## src/decompose_pkg.sv

```systemverilog
package decompose_pkg;

    // --------------------------------------------------
    // Fixed widths of the decompose datapath
    // --------------------------------------------------

    // A coefficient is always reduced below q, which fits in 23 bits
    localparam int COEF_W = 23;

    // Remainders modulo 2*GAMMA2 fit in 19 bits since 2*GAMMA2 is just below 2^19
    localparam int REM_W = 19;

    // The high part r1 ranges over 0 to 15 after the q-1 wrap
    localparam int HIGH_W = 4;

    // --------------------------------------------------
    // Datapath types
    // --------------------------------------------------

    // Input coefficient, also used for r0 once it is brought back to mod-q form
    typedef logic [COEF_W-1:0] coef_t;

    // Output of the modulo 2*GAMMA2 reducer
    typedef logic [REM_W-1:0] rem_t;

    // High part of the decomposition
    typedef logic [HIGH_W-1:0] high_t;

    // --------------------------------------------------
    // Controller states
    // --------------------------------------------------

    // IDLE waits for start, READ streams the block out of memory
    // FLUSH drains the pipeline, DONE carries the last write
    typedef enum logic [1:0] {
        IDLE  = 2'd0,
        READ  = 2'd1,
        FLUSH = 2'd2,
        DONE  = 2'd3
    } ctrl_state_e;

endpackage
```

## src/decompose_top.sv

```systemverilog
`timescale 1ns/1ps

module decompose_top #(
    parameter int  DILITHIUM_Q = 8380417,
    parameter int  GAMMA2      = (DILITHIUM_Q - 1) / 32,
    parameter int  NUM_COEFFS  = 256,
    localparam int ADDR_W      = (NUM_COEFFS > 1) ? $clog2(NUM_COEFFS) : 1
) (
    input  logic                 clk,
    input  logic                 reset_n,
    input  logic                 zeroize_i,
    input  logic                 start_i,
    output logic                 mem_rd_en_o,
    output logic [ADDR_W-1:0]    mem_rd_addr_o,
    input  decompose_pkg::coef_t mem_rd_data_i,
    output logic                 mem_wr_en_o,
    output logic [ADDR_W-1:0]    mem_wr_addr_o,
    output decompose_pkg::high_t r1_o,
    output decompose_pkg::coef_t r0_o,
    output logic                 busy_o,
    output logic                 done_o
);
    import decompose_pkg::*;

    logic cnt_clear;
    logic rd_last;
    logic wr_last;
    logic coef_valid;
    logic rem_valid;
    rem_t rem;

    // --------------------------------------------------
    // Control and addressing
    // --------------------------------------------------

    decompose_ctrl ctrl_inst (
        .clk         (clk),
        .reset_n     (reset_n),
        .zeroize_i   (zeroize_i),
        .start_i     (start_i),
        .rd_last_i   (rd_last),
        .wr_last_i   (wr_last),
        .wr_valid_i  (mem_wr_en_o),
        .rd_en_o     (mem_rd_en_o),
        .cnt_clear_o (cnt_clear),
        .busy_o      (busy_o),
        .done_o      (done_o)
    );

    // Read addresses step with every issued read
    coef_counter #(.NUM_COEFFS(NUM_COEFFS)) rd_cnt_inst (
        .clk       (clk),
        .reset_n   (reset_n),
        .clear_i   (cnt_clear),
        .advance_i (mem_rd_en_o),
        .count_o   (mem_rd_addr_o),
        .last_o    (rd_last)
    );

    // Write addresses step with every result leaving the center stage
    coef_counter #(.NUM_COEFFS(NUM_COEFFS)) wr_cnt_inst (
        .clk       (clk),
        .reset_n   (reset_n),
        .clear_i   (cnt_clear),
        .advance_i (mem_wr_en_o),
        .count_o   (mem_wr_addr_o),
        .last_o    (wr_last)
    );

    // Memory answers one cycle after the read strobe
    always_ff @(posedge clk or negedge reset_n) begin
        if (!reset_n) begin
            coef_valid <= 1'b0;
        end else if (zeroize_i) begin
            coef_valid <= 1'b0;
        end else begin
            coef_valid <= mem_rd_en_o;
        end
    end

    // --------------------------------------------------
    // Datapath
    // --------------------------------------------------

    decompose_mod_2gamma2 #(.DILITHIUM_Q(DILITHIUM_Q), .GAMMA2(GAMMA2)) mod_inst (
        .clk       (clk),
        .reset_n   (reset_n),
        .zeroize_i (zeroize_i),
        .add_en_i  (coef_valid),
        .opa_i     (mem_rd_data_i),
        .res_o     (rem),
        .ready_o   (rem_valid)
    );

    decompose_center #(.DILITHIUM_Q(DILITHIUM_Q), .GAMMA2(GAMMA2)) center_inst (
        .clk          (clk),
        .reset_n      (reset_n),
        .zeroize_i    (zeroize_i),
        .coef_valid_i (coef_valid),
        .coef_i       (mem_rd_data_i),
        .rem_valid_i  (rem_valid),
        .rem_i        (rem),
        .r1_o         (r1_o),
        .r0_o         (r0_o),
        .valid_o      (mem_wr_en_o)
    );

endmodule

```

## src/decompose_ctrl.sv

```systemverilog
`timescale 1ns/1ps

module decompose_ctrl (
    input  logic clk,
    input  logic reset_n,
    input  logic zeroize_i,
    input  logic start_i,
    input  logic rd_last_i,
    input  logic wr_last_i,
    input  logic wr_valid_i,
    output logic rd_en_o,
    output logic cnt_clear_o,
    output logic busy_o,
    output logic done_o
);
    import decompose_pkg::*;

    // Cycles between the final read and the cycle that carries the last write
    // The pipeline is read, reduce, center, so two cycles remain after READ
    localparam int FLUSH_CYCLES = 2;

    ctrl_state_e state_q;
    ctrl_state_e state_d;
    logic [1:0]  flush_cnt_q;
    logic        flush_end;

    assign flush_end = (flush_cnt_q == 2'(FLUSH_CYCLES - 1));

    // --------------------------------------------------
    // Next state
    // --------------------------------------------------

    always_comb begin
        state_d = state_q;
        case (state_q)
            IDLE: begin
                if (start_i) begin
                    state_d = READ;
                end
            end
            READ: begin
                // One read per cycle until the read counter shows its final index
                if (rd_last_i) begin
                    state_d = FLUSH;
                end
            end
            FLUSH: begin
                if (flush_end) begin
                    state_d = DONE;
                end
            end
            DONE: begin
                state_d = IDLE;
            end
            default: begin
                state_d = IDLE;
            end
        endcase
    end

    always_ff @(posedge clk or negedge reset_n) begin
        if (!reset_n) begin
            state_q <= IDLE;
        end else if (zeroize_i) begin
            state_q <= IDLE;
        end else begin
            state_q <= state_d;
        end
    end

    // Counts the drain cycles and rests at zero outside FLUSH
    always_ff @(posedge clk or negedge reset_n) begin
        if (!reset_n) begin
            flush_cnt_q <= '0;
        end else if (zeroize_i || (state_q != FLUSH)) begin
            flush_cnt_q <= '0;
        end else begin
            flush_cnt_q <= flush_cnt_q + 1'b1;
        end
    end

    // --------------------------------------------------
    // Outputs
    // --------------------------------------------------

    assign rd_en_o     = (state_q == READ);
    // Both counters restart from index zero on an accepted start
    assign cnt_clear_o = (state_q == IDLE) && start_i;
    assign busy_o      = (state_q != IDLE);
    assign done_o      = (state_q == DONE) && wr_valid_i && wr_last_i;

    // DONE must line up with the write of the final index
    assert property (@(posedge clk) disable iff (!reset_n || zeroize_i)
        (state_q == DONE) |-> wr_valid_i && wr_last_i);

    // No result write ever appears while the engine is idle
    assert property (@(posedge clk) disable iff (!reset_n || zeroize_i)
        (state_q == IDLE) |-> !wr_valid_i);

endmodule

```

## src/coef_counter.sv

```systemverilog
`timescale 1ns/1ps

module coef_counter #(
    parameter int  NUM_COEFFS = 256,
    localparam int ADDR_W     = (NUM_COEFFS > 1) ? $clog2(NUM_COEFFS) : 1
) (
    input  logic              clk,
    input  logic              reset_n,
    input  logic              clear_i,
    input  logic              advance_i,
    output logic [ADDR_W-1:0] count_o,
    output logic              last_o
);

    // Index of the final coefficient in a block
    localparam logic [ADDR_W-1:0] LAST_IDX = ADDR_W'(NUM_COEFFS - 1);

    logic [ADDR_W-1:0] count_q;
    logic [ADDR_W-1:0] count_next;

    // --------------------------------------------------
    // Index update
    // --------------------------------------------------

    // Wrap back to zero after the final index so a block never runs past its end
    assign count_next = (count_q == LAST_IDX) ? '0 : count_q + 1'b1;

    always_ff @(posedge clk or negedge reset_n) begin
        if (!reset_n) begin
            count_q <= '0;
        end else if (clear_i) begin
            count_q <= '0;
        end else if (advance_i) begin
            count_q <= count_next;
        end
    end

    // The count is the address seen by the memory port
    assign count_o = count_q;

    // Flag stays high for the whole cycle the final index is presented
    assign last_o = (count_q == LAST_IDX);

    // Start only clears the counters while nothing moves through the datapath
    assert property (@(posedge clk) disable iff (!reset_n)
        !(clear_i && advance_i));

endmodule

```

## src/decompose_center.sv

```systemverilog
`timescale 1ns/1ps

module decompose_center #(
    parameter int DILITHIUM_Q = 8380417,
    parameter int GAMMA2      = (DILITHIUM_Q - 1) / 32
) (
    input  logic                 clk,
    input  logic                 reset_n,
    input  logic                 zeroize_i,
    input  logic                 coef_valid_i,
    input  decompose_pkg::coef_t coef_i,
    input  logic                 rem_valid_i,
    input  decompose_pkg::rem_t  rem_i,
    output decompose_pkg::high_t r1_o,
    output decompose_pkg::coef_t r0_o,
    output logic                 valid_o
);
    import decompose_pkg::*;

    localparam int TWO_GAMMA2 = 2 * GAMMA2;
    // Multiples of 2*GAMMA2 up to q-1, the last one is the wrap case
    localparam int NUM_MULT   = (DILITHIUM_Q - 1) / TWO_GAMMA2;
    localparam int MULT_W     = $clog2(NUM_MULT + 1);
    // Two extra bits hold the sign of r0 and the headroom of r - r0
    localparam int WIDE_W     = COEF_W + 2;

    coef_t                    coef_q;
    logic                     r0_neg;
    logic signed [WIDE_W-1:0] r0_s;
    logic [WIDE_W-1:0]        r_minus_r0;
    logic [MULT_W-1:0]        mult_cnt;
    logic                     corner;
    high_t                    r1_next;
    coef_t                    r0_next;

    // --------------------------------------------------
    // Center the remainder and count the multiples
    // --------------------------------------------------

    always_comb begin
        // Remainders above GAMMA2 move to the negative side
        r0_neg = (rem_i > rem_t'(GAMMA2));
        r0_s   = signed'(WIDE_W'(rem_i));
        if (r0_neg) begin
            r0_s = r0_s - WIDE_W'(TWO_GAMMA2);
        end

        // r - r0 is an exact multiple of 2*GAMMA2
        r_minus_r0 = WIDE_W'(coef_q) - r0_s;

        // Compare chain against every multiple gives the quotient directly
        mult_cnt = '0;
        for (int j = 1; j <= NUM_MULT; j++) begin
            if (r_minus_r0 >= WIDE_W'(j * TWO_GAMMA2)) begin
                mult_cnt = mult_cnt + 1'b1;
            end
        end

        // At q-1 the high part wraps to zero and r0 steps down by one
        corner  = (r_minus_r0 == WIDE_W'(DILITHIUM_Q - 1));
        r1_next = corner ? '0 : high_t'(mult_cnt);
        if (corner) begin
            r0_s = r0_s - 1;
        end

        // Negative r0 is reported as q + r0
        r0_next = (r0_s < 0) ? coef_t'(r0_s + DILITHIUM_Q) : coef_t'(r0_s);
    end

    // Coefficient waits one cycle for its remainder, results are registered
    always_ff @(posedge clk) begin
        if (zeroize_i) begin
            coef_q <= '0;
            r1_o   <= '0;
            r0_o   <= '0;
        end else begin
            if (coef_valid_i) begin
                coef_q <= coef_i;
            end
            if (rem_valid_i) begin
                r1_o <= r1_next;
                r0_o <= r0_next;
            end
        end
    end

    always_ff @(posedge clk or negedge reset_n) begin
        if (!reset_n) begin
            valid_o <= 1'b0;
        end else if (zeroize_i) begin
            valid_o <= 1'b0;
        end else begin
            valid_o <= rem_valid_i;
        end
    end

    // The held coefficient belongs to the read that produced this remainder
    assert property (@(posedge clk) disable iff (!reset_n || zeroize_i)
        rem_valid_i |-> $past(coef_valid_i));

    // Outside the wrap case the multiple count fits the high part without losing a bit
    assert property (@(posedge clk) disable iff (!reset_n || zeroize_i)
        rem_valid_i |-> (corner || (int'(mult_cnt) < (2 ** HIGH_W))));

endmodule

```

## src/decompose_mod_2gamma2.sv

```systemverilog
`timescale 1ns/1ps

module decompose_mod_2gamma2 #(
    parameter int DILITHIUM_Q = 8380417,
    parameter int GAMMA2      = (DILITHIUM_Q - 1) / 32
) (
    input  logic                 clk,
    input  logic                 reset_n,
    input  logic                 zeroize_i,
    input  logic                 add_en_i,
    input  decompose_pkg::coef_t opa_i,
    output decompose_pkg::rem_t  res_o,
    output logic                 ready_o
);
    import decompose_pkg::*;

    // Number of coefficient bits above the remainder width
    localparam int HI_W       = COEF_W - REM_W;
    localparam int TWO_GAMMA2 = 2 * GAMMA2;
    // 2^REM_W overshoots 2*GAMMA2 by this much, so each unit of the top bits folds to it
    localparam int FOLD       = (2 ** REM_W) - TWO_GAMMA2;
    // Complement of 2*GAMMA2, together with a carry-in of one this subtracts 2*GAMMA2
    localparam rem_t NEG_2GAMMA2 = ~rem_t'(TWO_GAMMA2);

    logic [HI_W-1:0] opa_hi;
    rem_t            opa_lo;
    rem_t            fold_term;
    logic [REM_W:0]  sum0;
    logic [REM_W:0]  sum1;
    rem_t            sum0_q;
    logic            carry0_q;

    // --------------------------------------------------
    // Stage one folds the top bits into the low bits
    // --------------------------------------------------

    assign opa_hi    = opa_i[COEF_W-1:REM_W];
    assign opa_lo    = opa_i[REM_W-1:0];
    assign fold_term = rem_t'(opa_hi * FOLD);

    // The folded sum stays below two times 2*GAMMA2, so one conditional subtract finishes it
    assign sum0 = {1'b0, opa_lo} + {1'b0, fold_term};

    // Payload of the first stage, cleared by zeroize and loaded on each accepted coefficient
    always_ff @(posedge clk) begin
        if (zeroize_i) begin
            sum0_q   <= '0;
            carry0_q <= 1'b0;
        end else if (add_en_i) begin
            sum0_q   <= sum0[REM_W-1:0];
            carry0_q <= sum0[REM_W];
        end
    end

    always_ff @(posedge clk or negedge reset_n) begin
        if (!reset_n) begin
            ready_o <= 1'b0;
        end else if (zeroize_i) begin
            ready_o <= 1'b0;
        end else begin
            ready_o <= add_en_i;
        end
    end

    // --------------------------------------------------
    // Stage two is a carry-select subtract of 2*GAMMA2
    // --------------------------------------------------

    assign sum1 = {1'b0, sum0_q} + {1'b0, NEG_2GAMMA2} + {{REM_W{1'b0}}, 1'b1};

    // The two carries differ exactly when the folded sum is at least 2*GAMMA2
    assign res_o = (carry0_q ^ sum1[REM_W]) ? sum1[REM_W-1:0] : sum0_q;

    // Every remainder leaving the reducer lies below 2*GAMMA2
    assert property (@(posedge clk) disable iff (!reset_n || zeroize_i)
        ready_o |-> (res_o < rem_t'(TWO_GAMMA2)));

endmodule

```

## config.mk

```make
export PLATFORM = sky130hd
export DESIGN_NAME = decompose_top
export DESIGN_NICKNAME = d
export VERILOG_FILES = /design/src/decompose_pkg.sv /design/src/decompose_top.sv /design/src/decompose_ctrl.sv /design/src/coef_counter.sv /design/src/decompose_center.sv /design/src/decompose_mod_2gamma2.sv
export SDC_FILE = /design/constraint.sdc
export NUM_CORES = 1
export LEC_CHECK = 0
export BUFFER_PORTS_ARGS = -buffer_cell sky130_fd_sc_hd__buf_4
export CORE_UTILIZATION = 57
export CTS_CLUSTER_DIAMETER = 150
export DETAILED_ROUTE_END_ITERATION = 10
export GPL_ROUTABILITY_DRIVEN = 0
export PLACE_DENSITY = 0.77
export SYNTH_ARGS = -nofsm -noshare
export SYNTH_HDL_FRONTEND = slang
export SYNTH_SLANG_ARGS = --single-unit
```

## constraint.sdc

```tcl
create_clock -name clk -period 19.9 [get_ports clk]
set_input_delay 2.985 -clock clk [delete_from_list [all_inputs] [get_ports clk]]
set_output_delay 2.985 -clock clk [all_outputs]
set_load 0.05 [all_outputs]
```

==> run_results.csv <==
group,metric,value,unit
sta,fmax,65.8,MHz
sta,finalCritPeriodShare,76.4,%
hold_path,holdPathStages,1,
sta,finClkSkew,8.04,ps
hold_path,worstHoldStart,"ctrl_inst.flush_cnt_q[0]",
clocking,cts_resized,0,
logic_synthesis,synth_seq_cells,84,
critical_path,criticalPathCategory,"reg -> reg",
clocking,clockBufferDepth,2,
route,wirelength,23200,um
critical_path,crit_slowest_cell,"ha_1",
floorplan,die_area,16100,um^2
sta,maxSlewViolCount,0,
logic_synthesis,avgSynthCellArea,7.83,um^2
critical_path,endpoint_kind,"flop",
grt,grt_first_pass_wirelength,38100,um
sta,setup_viol,0,
route,vias_per_cell,6.32,
placed_design,dp_hpwl,17600,um
clocking,cts.sinks,84,
critical_path,cp_num_buf_inv,5,
clocking,numCtsBuffers,9,
route,dr.pass1.iters,5,
layout,num_antenna_cells,0,
critical_path,cp.depth,65,
critical_path,r2r_start,"mod_inst.sum0_q[9]",
layout,nNetsFinal,1235,
critical_path,startpoint,"mod_inst.sum0_q[9]",
critical_path,r2r_cells,65,
floorplan,start_util,58.5,%
floorplan,die_w,127,um
layout,final_cell_mix,"nor2_1 (149), nand2_1 (104), buf_4 (75)",
logic_synthesis,ys.flop_type,"dfxtp_1",
logic_synthesis,ys_types,107,
sta,fin_crit,15200,ps
logic_synthesis,synthesis.nets,1203,
layout,final_common_cell,"nor2_1",
logic_synthesis,yosys.area.top_type_share,13.7,%
flow_run,cap_violations,0,
critical_path,cp_max_fo,15,
floorplan,core_area,15200,um^2
critical_path,worstPathArrival,15470,ps
grt,grt_max_degree,66,
grt,grt_use_total,28.9,%
critical_path,ff2ff_setup_slack,4700,ps
sta,fin_tns_setup,0,ps
route,ant_nets,0,
placed_design,io_buffers,73,
clocking,cts_setup_buffers,0,
floorplan,io_pins,74,
hold_path,worstHoldPathType,"reg -> reg",
logic_synthesis,synth_warnings,0,
critical_path,path_delay_family,"adder cells",
route,drtIter0Drc,723,
logic_synthesis,synth_area,8890,um^2
sta,rsz0062_at_grt,"false",
logic_synthesis,yosysSeqAreaShare,20.2,%
floorplan,die_h,127,um
floorplan,rows,45,
clocking,clk_pin_slew,60,ps
grt,antenna_found_initial,0,
layout,drive_gt1_share,12.8,%
clocking,tritoncts,"yes",
outcome,status,"finished clean",
logic_synthesis,syn_inst,1136,
logic_synthesis,synthTopCellsByArea,"dfxtp_1 (14%), dfrtp_1 (6.5%), mux2i_1 (6.4%)",
layout,area.growth.synth_to_final,9.78,%
logic_synthesis,synth_edf_count,0,
clocking,hold_buffers,0,
hold_path,min_to,"ctrl_inst.flush_cnt_q[0]",
critical_path,worstReg2RegEnd,"center_inst.r1_o[2]",
grt,grt-ovfl-total,0,
route,route.detailed.drc,0,
logic_synthesis,synthArstFlopShare,27.4,%
clocking,root_buffer,"clkbuf_16",
route,via_count,8604,
sta,maxSlewHeadroom,35.6,%
logic_synthesis,yosysTopAreaCell,"dfxtp_1",
clocking,clk_latency,340,ps
critical_path,slowest_delay,640,ps
critical_path,cp-start-kind,"flop",
critical_path,path_common_cell,"ha_1",
route,detail_route.wl_per_cell,17.0,um
sta,tightest_slew,962,ps
critical_path,required,20170,ps
sta,finalHoldViolCount,0,
clocking,htreeDepth,3,
grt,grt_pass1_vias,7661,
layout,fillers,1346,
cell type report:
class	instances	area [um^2]	share of cell area, %
multi-input combinational	958	6680	68.4
sequential	84	1800	18.4
timing repair buffer	75	563	5.77
clock buffer	11	254	2.60
tap	188	235	2.41
inverter	40	150	1.54
clock inverter	5	82.6	0.846
cells by family (layout without fill, tap and decap cells):
| logic type | after synthesis | in the layout | synth area share (%) |
|---|---|---|---|
| AO/OA/AOI/OAI | 277 | 277 | 23.5 |
| XOR/XNOR | 89 | 89 | 10.0 |
| adder cells (fa/ha/maj) | 45 | 45 | 6.32 |
| buffers and inverters | 94 | 131 | 4.69 |
| flip-flops | 84 | 84 | 20.2 |
| multiplexers | 68 | 68 | 7.85 |
| AND/OR/NAND/NOR | 479 | 479 | 27.4 |
stage by stage:
| step | utilization, % | instances | setup WS [ps] | area (um^2) | hold WS (ps) |
|---|---|---|---|---|---|
| 3_5_place_dp | 62.0 | 1345 | 5040 | 9420 | 429 |
| 6_report | 64.2 | 1361 | 4700 | 9760 | 440 |
| 2_1_floorplan | - | 1136 | 6770 | 8890 | 409 |
| 3_3_place_gp | 62.0 | 1345 | 5660 | 9420 | 422 |
| 4_1_cts | 64.2 | 1361 | 4930 | 9760 | 443 |
| 5_1_grt | 64.2 | 1361 | 3290 | 9760 | 459 |
worst max-delay path by stage:
stage | endpoint | slack (ps)
final | center_inst.r1_o[2] | 4700
after global routing | center_inst.r1_o[2] | 3290
after CTS | center_inst.r1_o[2] | 4930
after detailed placement | center_inst.r1_o[2] | 5040
after global placement | center_inst.r1_o[2] | 5660
after floorplan | center_inst.r1_o[2] | 6770
routing by layer:
layer,track usage [%],vias up,part of all wire (%)
met4,9.10,0,2.2
met1,39.4,4041,47
li1,-,4247,-
met2,47.3,283,46
met5,0,-,0
met3,3.63,33,5.2
cell usage after synthesis (6+ instances only):
master and instances:
clkbuf_1 25, o211a_1 6, ha_1 39, a211oi_2 7
mux2_2 10, o22ai_1 8, o311ai_0 7, a211oi_1 23
nand2_1 104, o21ai_0 35, dfxtp_1 61, nand3_1 46
a21o_1 14, nor3_1 18, nand2b_1 21, o21a_1 12
a32oi_1 8, or3_1 8, a31oi_1 15, xor2_1 32
xnor2_1 48, o21ai_1 8, nor3b_1 6, nor2_1 149
nor2b_1 16, o211ai_1 9, mux2i_1 57, dfrtp_1 23
inv_1 40, a41oi_1 7, and3_1 23, o31ai_1 8
nor4_1 6, a21oi_1 42, buf_2 18, and2_1 19
nand4_1 19
registers in the layout, summed over array words and instances (netlist names):
signal	flops
mod_inst.carry0_q	1
coef_valid	1
center_inst.valid_o	1
ctrl_inst.state_q	2
rd_cnt_inst.count_o	8
ctrl_inst.flush_cnt_q	2
mod_inst.sum0_q	19
center_inst.r0_o	23
wr_cnt_inst.count_o	8
center_inst.coef_q	14
center_inst.r1_o	4
mod_inst.ready_o	1
Power is left out: the tool's default activity adds up to more than one toggle a clock period on the data nets, which glitch-free logic cannot reach.
